`config.mk`:
```
export PLATFORM = sky130hd
export DESIGN_NAME = mem_bridge_top
export DESIGN_NICKNAME = d
export VERILOG_FILES = /design/src/verilog/mem_pkg.sv /design/src/verilog/axi_port_fsm.sv /design/src/verilog/txn_hold_reg.sv /design/src/verilog/perf_monitor.sv /design/src/verilog/mem_bridge_top.sv
export SDC_FILE = /design/constraint.sdc
export NUM_CORES = 1
export LEC_CHECK = 0
export BUFFER_PORTS_ARGS = -buffer_cell sky130_fd_sc_hd__buf_4
export CAP_MARGIN = 25
export CORE_AREA = 4 4 203 205
export DETAILED_ROUTE_END_ITERATION = 12
export DIE_AREA = 0 0 207 209
export GPL_ROUTABILITY_DRIVEN = 0
export GPL_TIMING_DRIVEN = 0
export SLEW_MARGIN = 20
export SYNTH_ARGS = -nofsm -noshare
export SYNTH_HDL_FRONTEND = slang
export SYNTH_HIERARCHICAL = 1
export SYNTH_SLANG_ARGS = --single-unit
```
`constraint.sdc`:
```
create_clock -name clk_i -period 4.18 [get_ports clk_i]
set_input_delay 0.836 -clock clk_i [delete_from_list [all_inputs] [get_ports clk_i]]
set_output_delay 0.836 -clock clk_i [all_outputs]
set_load 0.005 [all_outputs]
```
`src/verilog/mem_pkg.sv`:
```
//========================================
// Memory bridge package
// Widths, AXI codes, FSM states and the
// request, response and channel structs
//========================================

package mem_pkg;

    // Bus widths
    localparam int ADDR_W = 32;
    localparam int DATA_W = 32;
    localparam int STRB_W = 4;
    localparam int ID_W   = 4;

    // AXI size code for one 32-bit word per beat
    localparam logic [2:0] AXSIZE_WORD = 3'b010;
    // AXI prot for privileged secure data access
    localparam logic [2:0] PROT_PRIV   = 3'b001;

    // Performance counter widths
    localparam int PERF_W = 32;
    localparam int ERR_W  = 16;

    //========================================
    // Enums
    //========================================

    // Per-port transaction phases
    typedef enum logic [1:0] {
        IDLE = 2'b00,
        ADDR = 2'b01,
        RESP = 2'b10,
        DONE = 2'b11
    } port_state_e;

    // AXI RRESP/BRESP codes where SLVERR and DECERR mark errors
    typedef enum logic [1:0] {
        OKAY   = 2'b00,
        EXOKAY = 2'b01,
        SLVERR = 2'b10,
        DECERR = 2'b11
    } axi_resp_e;

    //========================================
    // Structs
    //========================================

    // Core request of 69 bits
    typedef struct packed {
        logic [ADDR_W-1:0] addr;
        logic              write;
        logic [DATA_W-1:0] wdata;
        logic [STRB_W-1:0] strb;
    } mem_req_t;

    // Core response
    typedef struct packed {
        logic [DATA_W-1:0] rdata;
        logic              err;
    } mem_rsp_t;

    // Shared by AR and AW
    typedef struct packed {
        logic [ADDR_W-1:0] addr;
        logic [ID_W-1:0]   id;
        logic [2:0]        prot;
        logic [2:0]        size;
    } axi_ax_t;

    // Single-beat write data
    typedef struct packed {
        logic [DATA_W-1:0] data;
        logic [STRB_W-1:0] strb;
    } axi_w_t;

endpackage

```
`src/verilog/axi_port_fsm.sv`:
```
//========================================
// Per-port AXI transaction FSM
// Steps one request through the address,
// response and core handoff phases
//========================================

`timescale 1ns/1ns

module axi_port_fsm import mem_pkg::*; #(
    // 0 for the read-only instruction port
    parameter bit WRITE_EN = 1'b1
) (
    input  logic clk_i,
    input  logic rst_ni,
    // Core side
    input  logic req_valid_i,
    input  logic req_write_i,
    output logic req_ready_o,
    output logic rsp_valid_o,
    input  logic rsp_ready_i,
    // AXI handshakes
    output logic ar_valid_o,
    input  logic ar_ready_i,
    output logic aw_valid_o,
    input  logic aw_ready_i,
    output logic w_valid_o,
    input  logic w_ready_i,
    input  logic r_valid_i,
    output logic r_ready_o,
    input  logic b_valid_i,
    output logic b_ready_o,
    // Strobes to the hold registers and monitor
    output logic load_o,
    output logic capture_o,
    output logic busy_o
);

    port_state_e state_q;
    port_state_e state_d;

    // AW and W can complete in either order
    logic aw_done_q;
    logic w_done_q;

    logic is_write;
    logic aw_fire;
    logic w_fire;
    logic addr_ok;
    logic rsp_fire;

    // Write flag comes from the held request, forced low on read-only ports
    assign is_write = WRITE_EN && req_write_i;

    //========================================
    // Handshake outputs
    //========================================

    assign req_ready_o = (state_q == IDLE);
    assign rsp_valid_o = (state_q == DONE);
    assign busy_o      = (state_q != IDLE);

    // Valids held steady from state and flags until ready is seen
    assign ar_valid_o = (state_q == ADDR) && !is_write;
    assign aw_valid_o = (state_q == ADDR) && is_write && !aw_done_q;
    assign w_valid_o  = (state_q == ADDR) && is_write && !w_done_q;

    assign r_ready_o  = (state_q == RESP) && !is_write;
    assign b_ready_o  = (state_q == RESP) && is_write;

    assign aw_fire = aw_valid_o && aw_ready_i;
    assign w_fire  = w_valid_o && w_ready_i;

    // Address phase complete for this cycle
    assign addr_ok = is_write ? ((aw_done_q || aw_fire) && (w_done_q || w_fire))
                              : ar_ready_i;

    // R or B beat taken
    assign rsp_fire = (r_ready_o && r_valid_i) || (b_ready_o && b_valid_i);

    assign load_o    = req_ready_o && req_valid_i;
    assign capture_o = rsp_fire;

    //========================================
    // Next state
    //========================================

    always_comb begin
        state_d = state_q;
        case (state_q)
            IDLE: begin
                if (req_valid_i) begin
                    state_d = ADDR;
                end
            end
            ADDR: begin
                if (addr_ok) begin
                    state_d = RESP;
                end
            end
            RESP: begin
                if (rsp_fire) begin
                    state_d = DONE;
                end
            end
            DONE: begin
                // Core stall keeps the response on offer
                if (rsp_ready_i) begin
                    state_d = IDLE;
                end
            end
            default: state_d = IDLE;
        endcase
    end

    always_ff @(posedge clk_i or negedge rst_ni) begin
        if (!rst_ni) begin
            state_q   <= IDLE;
            aw_done_q <= 1'b0;
            w_done_q  <= 1'b0;
        end else begin
            state_q <= state_d;
            // Flags live only for one address phase
            if ((state_q == ADDR) && addr_ok) begin
                aw_done_q <= 1'b0;
                w_done_q  <= 1'b0;
            end else begin
                if (aw_fire) begin
                    aw_done_q <= 1'b1;
                end
                if (w_fire) begin
                    w_done_q <= 1'b1;
                end
            end
        end
    end

endmodule

```
`src/verilog/txn_hold_reg.sv`:
```
//========================================
// Per-port transaction hold registers
// Request, ID stamp and captured response
//========================================

`timescale 1ns/1ns

module txn_hold_reg import mem_pkg::*; #(
    parameter bit WRITE_EN = 1'b1
) (
    input  logic              clk_i,
    input  logic              rst_ni,
    input  logic              load_i,
    input  logic              capture_i,
    input  mem_req_t          req_i,
    input  logic [DATA_W-1:0] r_data_i,
    input  axi_resp_e         resp_i,
    output axi_ax_t           ax_o,
    output axi_w_t            w_o,
    output logic              write_o,
    output mem_rsp_t          rsp_o,
    output logic              err_pulse_o
);

    // Request and response payload
    mem_req_t req_q;
    mem_rsp_t rsp_q;

    // Control state
    logic            write_q;
    logic [ID_W-1:0] id_q;
    logic [ID_W-1:0] id_cnt_q;

    logic resp_err;

    assign resp_err    = (resp_i == SLVERR) || (resp_i == DECERR);
    // Error strobe for the monitor in the capture cycle
    assign err_pulse_o = capture_i && resp_err;

    always_ff @(posedge clk_i or negedge rst_ni) begin
        if (!rst_ni) begin
            write_q  <= 1'b0;
            id_q     <= '0;
            id_cnt_q <= '0;
        end else if (load_i) begin
            write_q  <= WRITE_EN && req_i.write;
            id_q     <= id_cnt_q;
            // Wraps at 2**ID_W
            id_cnt_q <= id_cnt_q + 1'b1;
        end
    end

    always_ff @(posedge clk_i) begin
        if (load_i) begin
            req_q <= req_i;
        end
        if (capture_i) begin
            // Writes return zero data
            rsp_q.rdata <= write_q ? '0 : r_data_i;
            rsp_q.err   <= resp_err;
        end
    end

    //========================================
    // Channel views of the held request
    //========================================

    assign ax_o.addr = req_q.addr;
    assign ax_o.id   = id_q;
    assign ax_o.prot = PROT_PRIV;
    assign ax_o.size = AXSIZE_WORD;

    assign w_o.data  = req_q.wdata;
    assign w_o.strb  = req_q.strb;

    assign write_o   = write_q;
    assign rsp_o     = rsp_q;

endmodule

```
`src/verilog/perf_monitor.sv`:
```
//========================================
// Bridge performance monitor
// Saturating counts of transactions,
// completions, errors and busy cycles
//========================================

`timescale 1ns/1ns

module perf_monitor import mem_pkg::*; (
    input  logic              clk_i,
    input  logic              rst_ni,
    input  logic              i_accept_i,
    input  logic              d_accept_i,
    input  logic              i_done_i,
    input  logic              d_done_i,
    input  logic              i_err_i,
    input  logic              d_err_i,
    input  logic              i_busy_i,
    input  logic              d_busy_i,
    output logic [PERF_W-1:0] txn_count_o,
    output logic [PERF_W-1:0] done_count_o,
    output logic [ERR_W-1:0]  err_count_o,
    output logic [PERF_W-1:0] busy_cycles_o
);

    logic [PERF_W-1:0] txn_q;
    logic [PERF_W-1:0] done_q;
    logic [ERR_W-1:0]  err_q;
    logic [PERF_W-1:0] busy_q;

    // Per-cycle increments of 0 to 2
    logic [1:0] txn_inc;
    logic [1:0] done_inc;
    logic [1:0] err_inc;

    // One extra bit catches overflow
    logic [PERF_W:0] txn_sum;
    logic [PERF_W:0] done_sum;
    logic [ERR_W:0]  err_sum;

    assign txn_inc  = {1'b0, i_accept_i} + {1'b0, d_accept_i};
    assign done_inc = {1'b0, i_done_i} + {1'b0, d_done_i};
    assign err_inc  = {1'b0, i_err_i} + {1'b0, d_err_i};

    assign txn_sum  = {1'b0, txn_q} + {{(PERF_W-1){1'b0}}, txn_inc};
    assign done_sum = {1'b0, done_q} + {{(PERF_W-1){1'b0}}, done_inc};
    assign err_sum  = {1'b0, err_q} + {{(ERR_W-1){1'b0}}, err_inc};

    always_ff @(posedge clk_i or negedge rst_ni) begin
        if (!rst_ni) begin
            txn_q  <= '0;
            done_q <= '0;
            err_q  <= '0;
            busy_q <= '0;
        end else begin
            // Clamp at all ones on overflow
            txn_q  <= txn_sum[PERF_W] ? '1 : txn_sum[PERF_W-1:0];
            done_q <= done_sum[PERF_W] ? '1 : done_sum[PERF_W-1:0];
            err_q  <= err_sum[ERR_W] ? '1 : err_sum[ERR_W-1:0];
            // Overlapping busy ports count once
            if ((i_busy_i || d_busy_i) && !(&busy_q)) begin
                busy_q <= busy_q + 1'b1;
            end
        end
    end

    assign txn_count_o   = txn_q;
    assign done_count_o  = done_q;
    assign err_count_o   = err_q;
    assign busy_cycles_o = busy_q;

endmodule

```
`src/verilog/mem_bridge_top.sv`:
```
//========================================
// Memory bridge top level
// Instruction and data ports to AXI
//========================================

`timescale 1ns/1ns

module mem_bridge_top import mem_pkg::*; (
    input  logic              clk_i,
    input  logic              rst_ni,
    // Instruction core port
    input  logic              i_req_valid_i,
    input  logic [ADDR_W-1:0] i_req_addr_i,
    output logic              i_req_ready_o,
    output logic              i_rsp_valid_o,
    output mem_rsp_t          i_rsp_o,
    input  logic              i_rsp_ready_i,
    // Data core port
    input  logic              d_req_valid_i,
    input  mem_req_t          d_req_i,
    output logic              d_req_ready_o,
    output logic              d_rsp_valid_o,
    output mem_rsp_t          d_rsp_o,
    input  logic              d_rsp_ready_i,
    // Instruction AXI
    output logic              i_ar_valid_o,
    output axi_ax_t           i_ar_o,
    input  logic              i_ar_ready_i,
    input  logic              i_r_valid_i,
    input  logic [DATA_W-1:0] i_r_data_i,
    input  axi_resp_e         i_r_resp_i,
    output logic              i_r_ready_o,
    // Data AXI
    output logic              d_ar_valid_o,
    output axi_ax_t           d_ar_o,
    input  logic              d_ar_ready_i,
    output logic              d_aw_valid_o,
    output axi_ax_t           d_aw_o,
    input  logic              d_aw_ready_i,
    output logic              d_w_valid_o,
    output axi_w_t            d_w_o,
    input  logic              d_w_ready_i,
    input  logic              d_r_valid_i,
    input  logic [DATA_W-1:0] d_r_data_i,
    input  axi_resp_e         d_r_resp_i,
    output logic              d_r_ready_o,
    input  logic              d_b_valid_i,
    input  axi_resp_e         d_b_resp_i,
    output logic              d_b_ready_o,
    // Performance counters
    output logic [PERF_W-1:0] txn_count_o,
    output logic [PERF_W-1:0] done_count_o,
    output logic [ERR_W-1:0]  err_count_o,
    output logic [PERF_W-1:0] busy_cycles_o
);

    //========================================
    // Internal wires
    //========================================

    mem_req_t  i_req;
    axi_ax_t   d_ax;
    axi_resp_e d_resp;

    logic i_load;
    logic i_capture;
    logic i_busy;
    logic i_write;
    logic i_err;
    logic d_load;
    logic d_capture;
    logic d_busy;
    logic d_write;
    logic d_err;
    logic i_done;
    logic d_done;

    // Instruction fetch is a full-word read
    assign i_req.addr  = i_req_addr_i;
    assign i_req.write = 1'b0;
    assign i_req.wdata = '0;
    assign i_req.strb  = '1;

    // Same address struct drives AR and AW
    assign d_ar_o = d_ax;
    assign d_aw_o = d_ax;

    // B code for writes, R code for reads
    assign d_resp = axi_resp_e'(d_write ? d_b_resp_i : d_r_resp_i);

    // Completion is the core response handshake
    assign i_done = i_rsp_valid_o && i_rsp_ready_i;
    assign d_done = d_rsp_valid_o && d_rsp_ready_i;

    //========================================
    // Instruction port
    //========================================

    axi_port_fsm #(.WRITE_EN(1'b0)) u_i_fsm (
        .clk_i       (clk_i),
        .rst_ni      (rst_ni),
        .req_valid_i (i_req_valid_i),
        .req_write_i (i_write),
        .req_ready_o (i_req_ready_o),
        .rsp_valid_o (i_rsp_valid_o),
        .rsp_ready_i (i_rsp_ready_i),
        .ar_valid_o  (i_ar_valid_o),
        .ar_ready_i  (i_ar_ready_i),
        .aw_valid_o  (),
        .aw_ready_i  (1'b0),
        .w_valid_o   (),
        .w_ready_i   (1'b0),
        .r_valid_i   (i_r_valid_i),
        .r_ready_o   (i_r_ready_o),
        .b_valid_i   (1'b0),
        .b_ready_o   (),
        .load_o      (i_load),
        .capture_o   (i_capture),
        .busy_o      (i_busy)
    );

    txn_hold_reg #(.WRITE_EN(1'b0)) u_i_hold (
        .clk_i       (clk_i),
        .rst_ni      (rst_ni),
        .load_i      (i_load),
        .capture_i   (i_capture),
        .req_i       (i_req),
        .r_data_i    (i_r_data_i),
        .resp_i      (i_r_resp_i),
        .ax_o        (i_ar_o),
        .w_o         (),
        .write_o     (i_write),
        .rsp_o       (i_rsp_o),
        .err_pulse_o (i_err)
    );

    //========================================
    // Data port
    //========================================

    axi_port_fsm #(.WRITE_EN(1'b1)) u_d_fsm (
        .clk_i       (clk_i),
        .rst_ni      (rst_ni),
        .req_valid_i (d_req_valid_i),
        .req_write_i (d_write),
        .req_ready_o (d_req_ready_o),
        .rsp_valid_o (d_rsp_valid_o),
        .rsp_ready_i (d_rsp_ready_i),
        .ar_valid_o  (d_ar_valid_o),
        .ar_ready_i  (d_ar_ready_i),
        .aw_valid_o  (d_aw_valid_o),
        .aw_ready_i  (d_aw_ready_i),
        .w_valid_o   (d_w_valid_o),
        .w_ready_i   (d_w_ready_i),
        .r_valid_i   (d_r_valid_i),
        .r_ready_o   (d_r_ready_o),
        .b_valid_i   (d_b_valid_i),
        .b_ready_o   (d_b_ready_o),
        .load_o      (d_load),
        .capture_o   (d_capture),
        .busy_o      (d_busy)
    );

    txn_hold_reg #(.WRITE_EN(1'b1)) u_d_hold (
        .clk_i       (clk_i),
        .rst_ni      (rst_ni),
        .load_i      (d_load),
        .capture_i   (d_capture),
        .req_i       (d_req_i),
        .r_data_i    (d_r_data_i),
        .resp_i      (d_resp),
        .ax_o        (d_ax),
        .w_o         (d_w_o),
        .write_o     (d_write),
        .rsp_o       (d_rsp_o),
        .err_pulse_o (d_err)
    );

    //========================================
    // Monitor
    //========================================

    perf_monitor u_perf (
        .clk_i         (clk_i),
        .rst_ni        (rst_ni),
        .i_accept_i    (i_load),
        .d_accept_i    (d_load),
        .i_done_i      (i_done),
        .d_done_i      (d_done),
        .i_err_i       (i_err),
        .d_err_i       (d_err),
        .i_busy_i      (i_busy),
        .d_busy_i      (d_busy),
        .txn_count_o   (txn_count_o),
        .done_count_o  (done_count_o),
        .err_count_o   (err_count_o),
        .busy_cycles_o (busy_cycles_o)
    );

endmodule

```
==> impl_metrics.json <==
{
  "finalSetupViolations": 0,
  "cp-end-kind": "flip-flop",
  "reg2reg_to": "u_perf/txn_count_o[29]",
  "cp_max_fo": 34,
  "cts_tree": "yes",
  "antenna_found_initial": 1,
  "maxCapViolCount": 0,
  "dpl_cell_area_mm2": 0.0171,
  "final_cells": 2024,
  "power_density_mw_per_mm2": 525,
  "first_iter_violations": 346,
  "dr.pass1.iters": 4,
  "gr-usage-all-layers_pct": 17.4,
  "tightest_slew_ps": 882,
  "drc_errors": 0,
  "drt_wl_total_um": 39400,
  "whs_ps": 245,
  "grt_overflow": 0,
  "rsz0062_at_grt": "no",
  "min_period_over_period_pct": 92.5,
  "ctsLongestPathBuffers": 3,
  "die_h_um": 209,
  "areaGrowthSynthToFinish_pct": 46.2,
  "dp_hpwl_um": 31100,
  "cts_resized": 0,
  "reg2reg_from": "u_i_fsm/state_q[0]",
  "maxSlewViolCount": 0,
  "htree_levels": 2,
  "cp.required_ps": 4620,
  "p_total_mw": 9.57,
  "clkSinkCount": 301,
  "avgViaCountPerCell": 4.55,
  "critical_path.startpoint_type": "flip-flop",
  "detail_route.wl_per_cell_um": 19.5,
  "reg2regPathDepth": 14,
  "fin_crit_ps": 3870,
  "nFillCells": 3676,
  "setup_tns_ps": 0,
  "finalNetCount": 1674,
  "grt_pass1_vias": 9008,
  "start_util_pct": 31.6,
  "dp.cells": 1958,
  "skew_ps": 13.7,
  "coreArea_mm2": 0.0395,
  "hold_viol": 0,
  "insertion_delay_ps": 530,
  "synth_area_per_cell_um2": 13.7,
  "die_area_mm2": 0.0433,
  "irDropWorstVdd_mv": 0.319,
  "slew_headroom_pct": 40.8,
  "fp-row-count": 73,
  "yosys_warnings": 6,
  "worstSetupStartpoint": "u_i_fsm/state_q[0]",
  "crit_type": "flip-flop to flip-flop",
  "fin_ws_ps": 313,
  "ctsHoldBuffers": 0,
  "portBuffers": 513,
  "place_ws_ps": 150,
  "pin_count": 535,
  "cp.arrival_ps": 4310,
  "vias": 9202,
  "ant_nets": 0,
  "layout-drive-gt1-share_pct": 45.7,
  "die_w_um": 207,
  "synthCells": 909,
  "top_layer": "met5",
  "design_area_mm2": 0.0183,
  "reg2reg_setup_slack_ps": 310,
  "outcome": "completed",
  "grt_first_pass_wirelength_um": 58100,
  "p_leak_nw": 8.42,
  "hp-class": "primary input to asynchronous set/reset pin",
  "synth_area_mm2": 0.0125,
  "clock.fmax_ghz": 0.259,
  "met2_length_um": 20300,
  "cts_buffers": 36,
  "post-route-util_pct": 46.3,
  "clkTransAtPathRegs_ps": 60,
  "grt_start_max_net_pins": 77,
  "cts_root_buffer": "clkbuf_16",
  "route.met3.wl_um": 2990,
  "postCtsSetupRepairBufs": 0,
  "drt-met1-wl_um": 15100
}
## cells in the final DEF, fill, tap and decap left out, types with 16 or more instances in the layout
cell	count
nand4_1	40
buf_4	567
ha_1	16
nand3_1	49
nor2_1	25
nor2b_1	35
dfrtp_1	135
clkbuf_16	37
nand2_1	88
inv_1	25
and3_1	24
xor2_1	35
xnor2_1	46
edfxtp_1	166
## where the power goes
part | switching, mW | total (mW) | internal [mW]
logic | 1.12 | 2.40 | 1.28
registers | 0.396 | 4.18 | 3.79
clock network | 1.19 | 2.99 | 1.80
total | 2.70 | 9.57 | 6.87
## worst max path at each step
stage / endpoint / depth (start not counted)
finish: u_perf/txn_count_o[29] / 14
global route: u_perf/txn_count_o[29] / 14
CTS: u_perf/txn_count_o[29] / 14
detailed placement: u_perf/err_count_o[11] / 12
global placement: u_perf/txn_count_o[29] / 13
floorplan: u_perf/txn_count_o[28] / 11
## flip-flops by register name, summed over array words and instances (netlist names)
| signal | flops |
|---|---|
| u_perf/done_count_o | 32 |
| u_d_fsm/aw_done_q | 1 |
| u_i_hold/id_cnt_q | 4 |
| u_i_fsm/state_q | 2 |
| u_d_fsm/w_done_q | 1 |
| u_i_hold/id_q | 4 |
| u_i_hold/ax_o | 32 |
| u_d_hold/id_q | 4 |
| u_d_hold/rsp_o | 33 |
| u_d_hold/w_o | 36 |
| u_i_hold/rsp_o | 33 |
| u_d_fsm/state_q | 2 |
| u_d_hold/write_o | 1 |
| u_perf/txn_count_o | 32 |
| u_perf/busy_cycles_o | 32 |
| u_d_hold/ax_o | 32 |
| u_d_hold/id_cnt_q | 4 |
| u_perf/err_count_o | 16 |
## worst max-delay path: stages, from the launching register on
cell and delay, ps:
dfrtp_1 400, inv_1 120, ha_1 250, and2_2 730
inv_1 140, fa_1 460, inv_1 110, ha_1 210
nand3_1 170, nor3_4 380, and2_1 180, buf_4 160
nand2_1 120, buf_2 230, o21ai_0 90
## per-layer routing
metal / global-route usage (%) / vias up
met4: 5.68 / 2
met1: 20.6 / 4534
li1: - / 4302
met5: 0 / -
met2: 29.7 / 319
met3: 6.26 / 45
## area by class of cell
type	instances	area, um2	share of cell area (%)
Buffer	74	527	2.89
Clock buffer	55	1090	5.99
Clock inverter	10	57.6	0.315
Antenna cell	1	2.50	0.0137
Inverter	25	93.8	0.514
Timing Repair Buffer	516	3930	21.5
Tap cell	525	657	3.60
Multi-Input combinational cell	517	3530	19.3
Sequential cell	301	8360	45.8
Power figures use the tool's default switching activity.
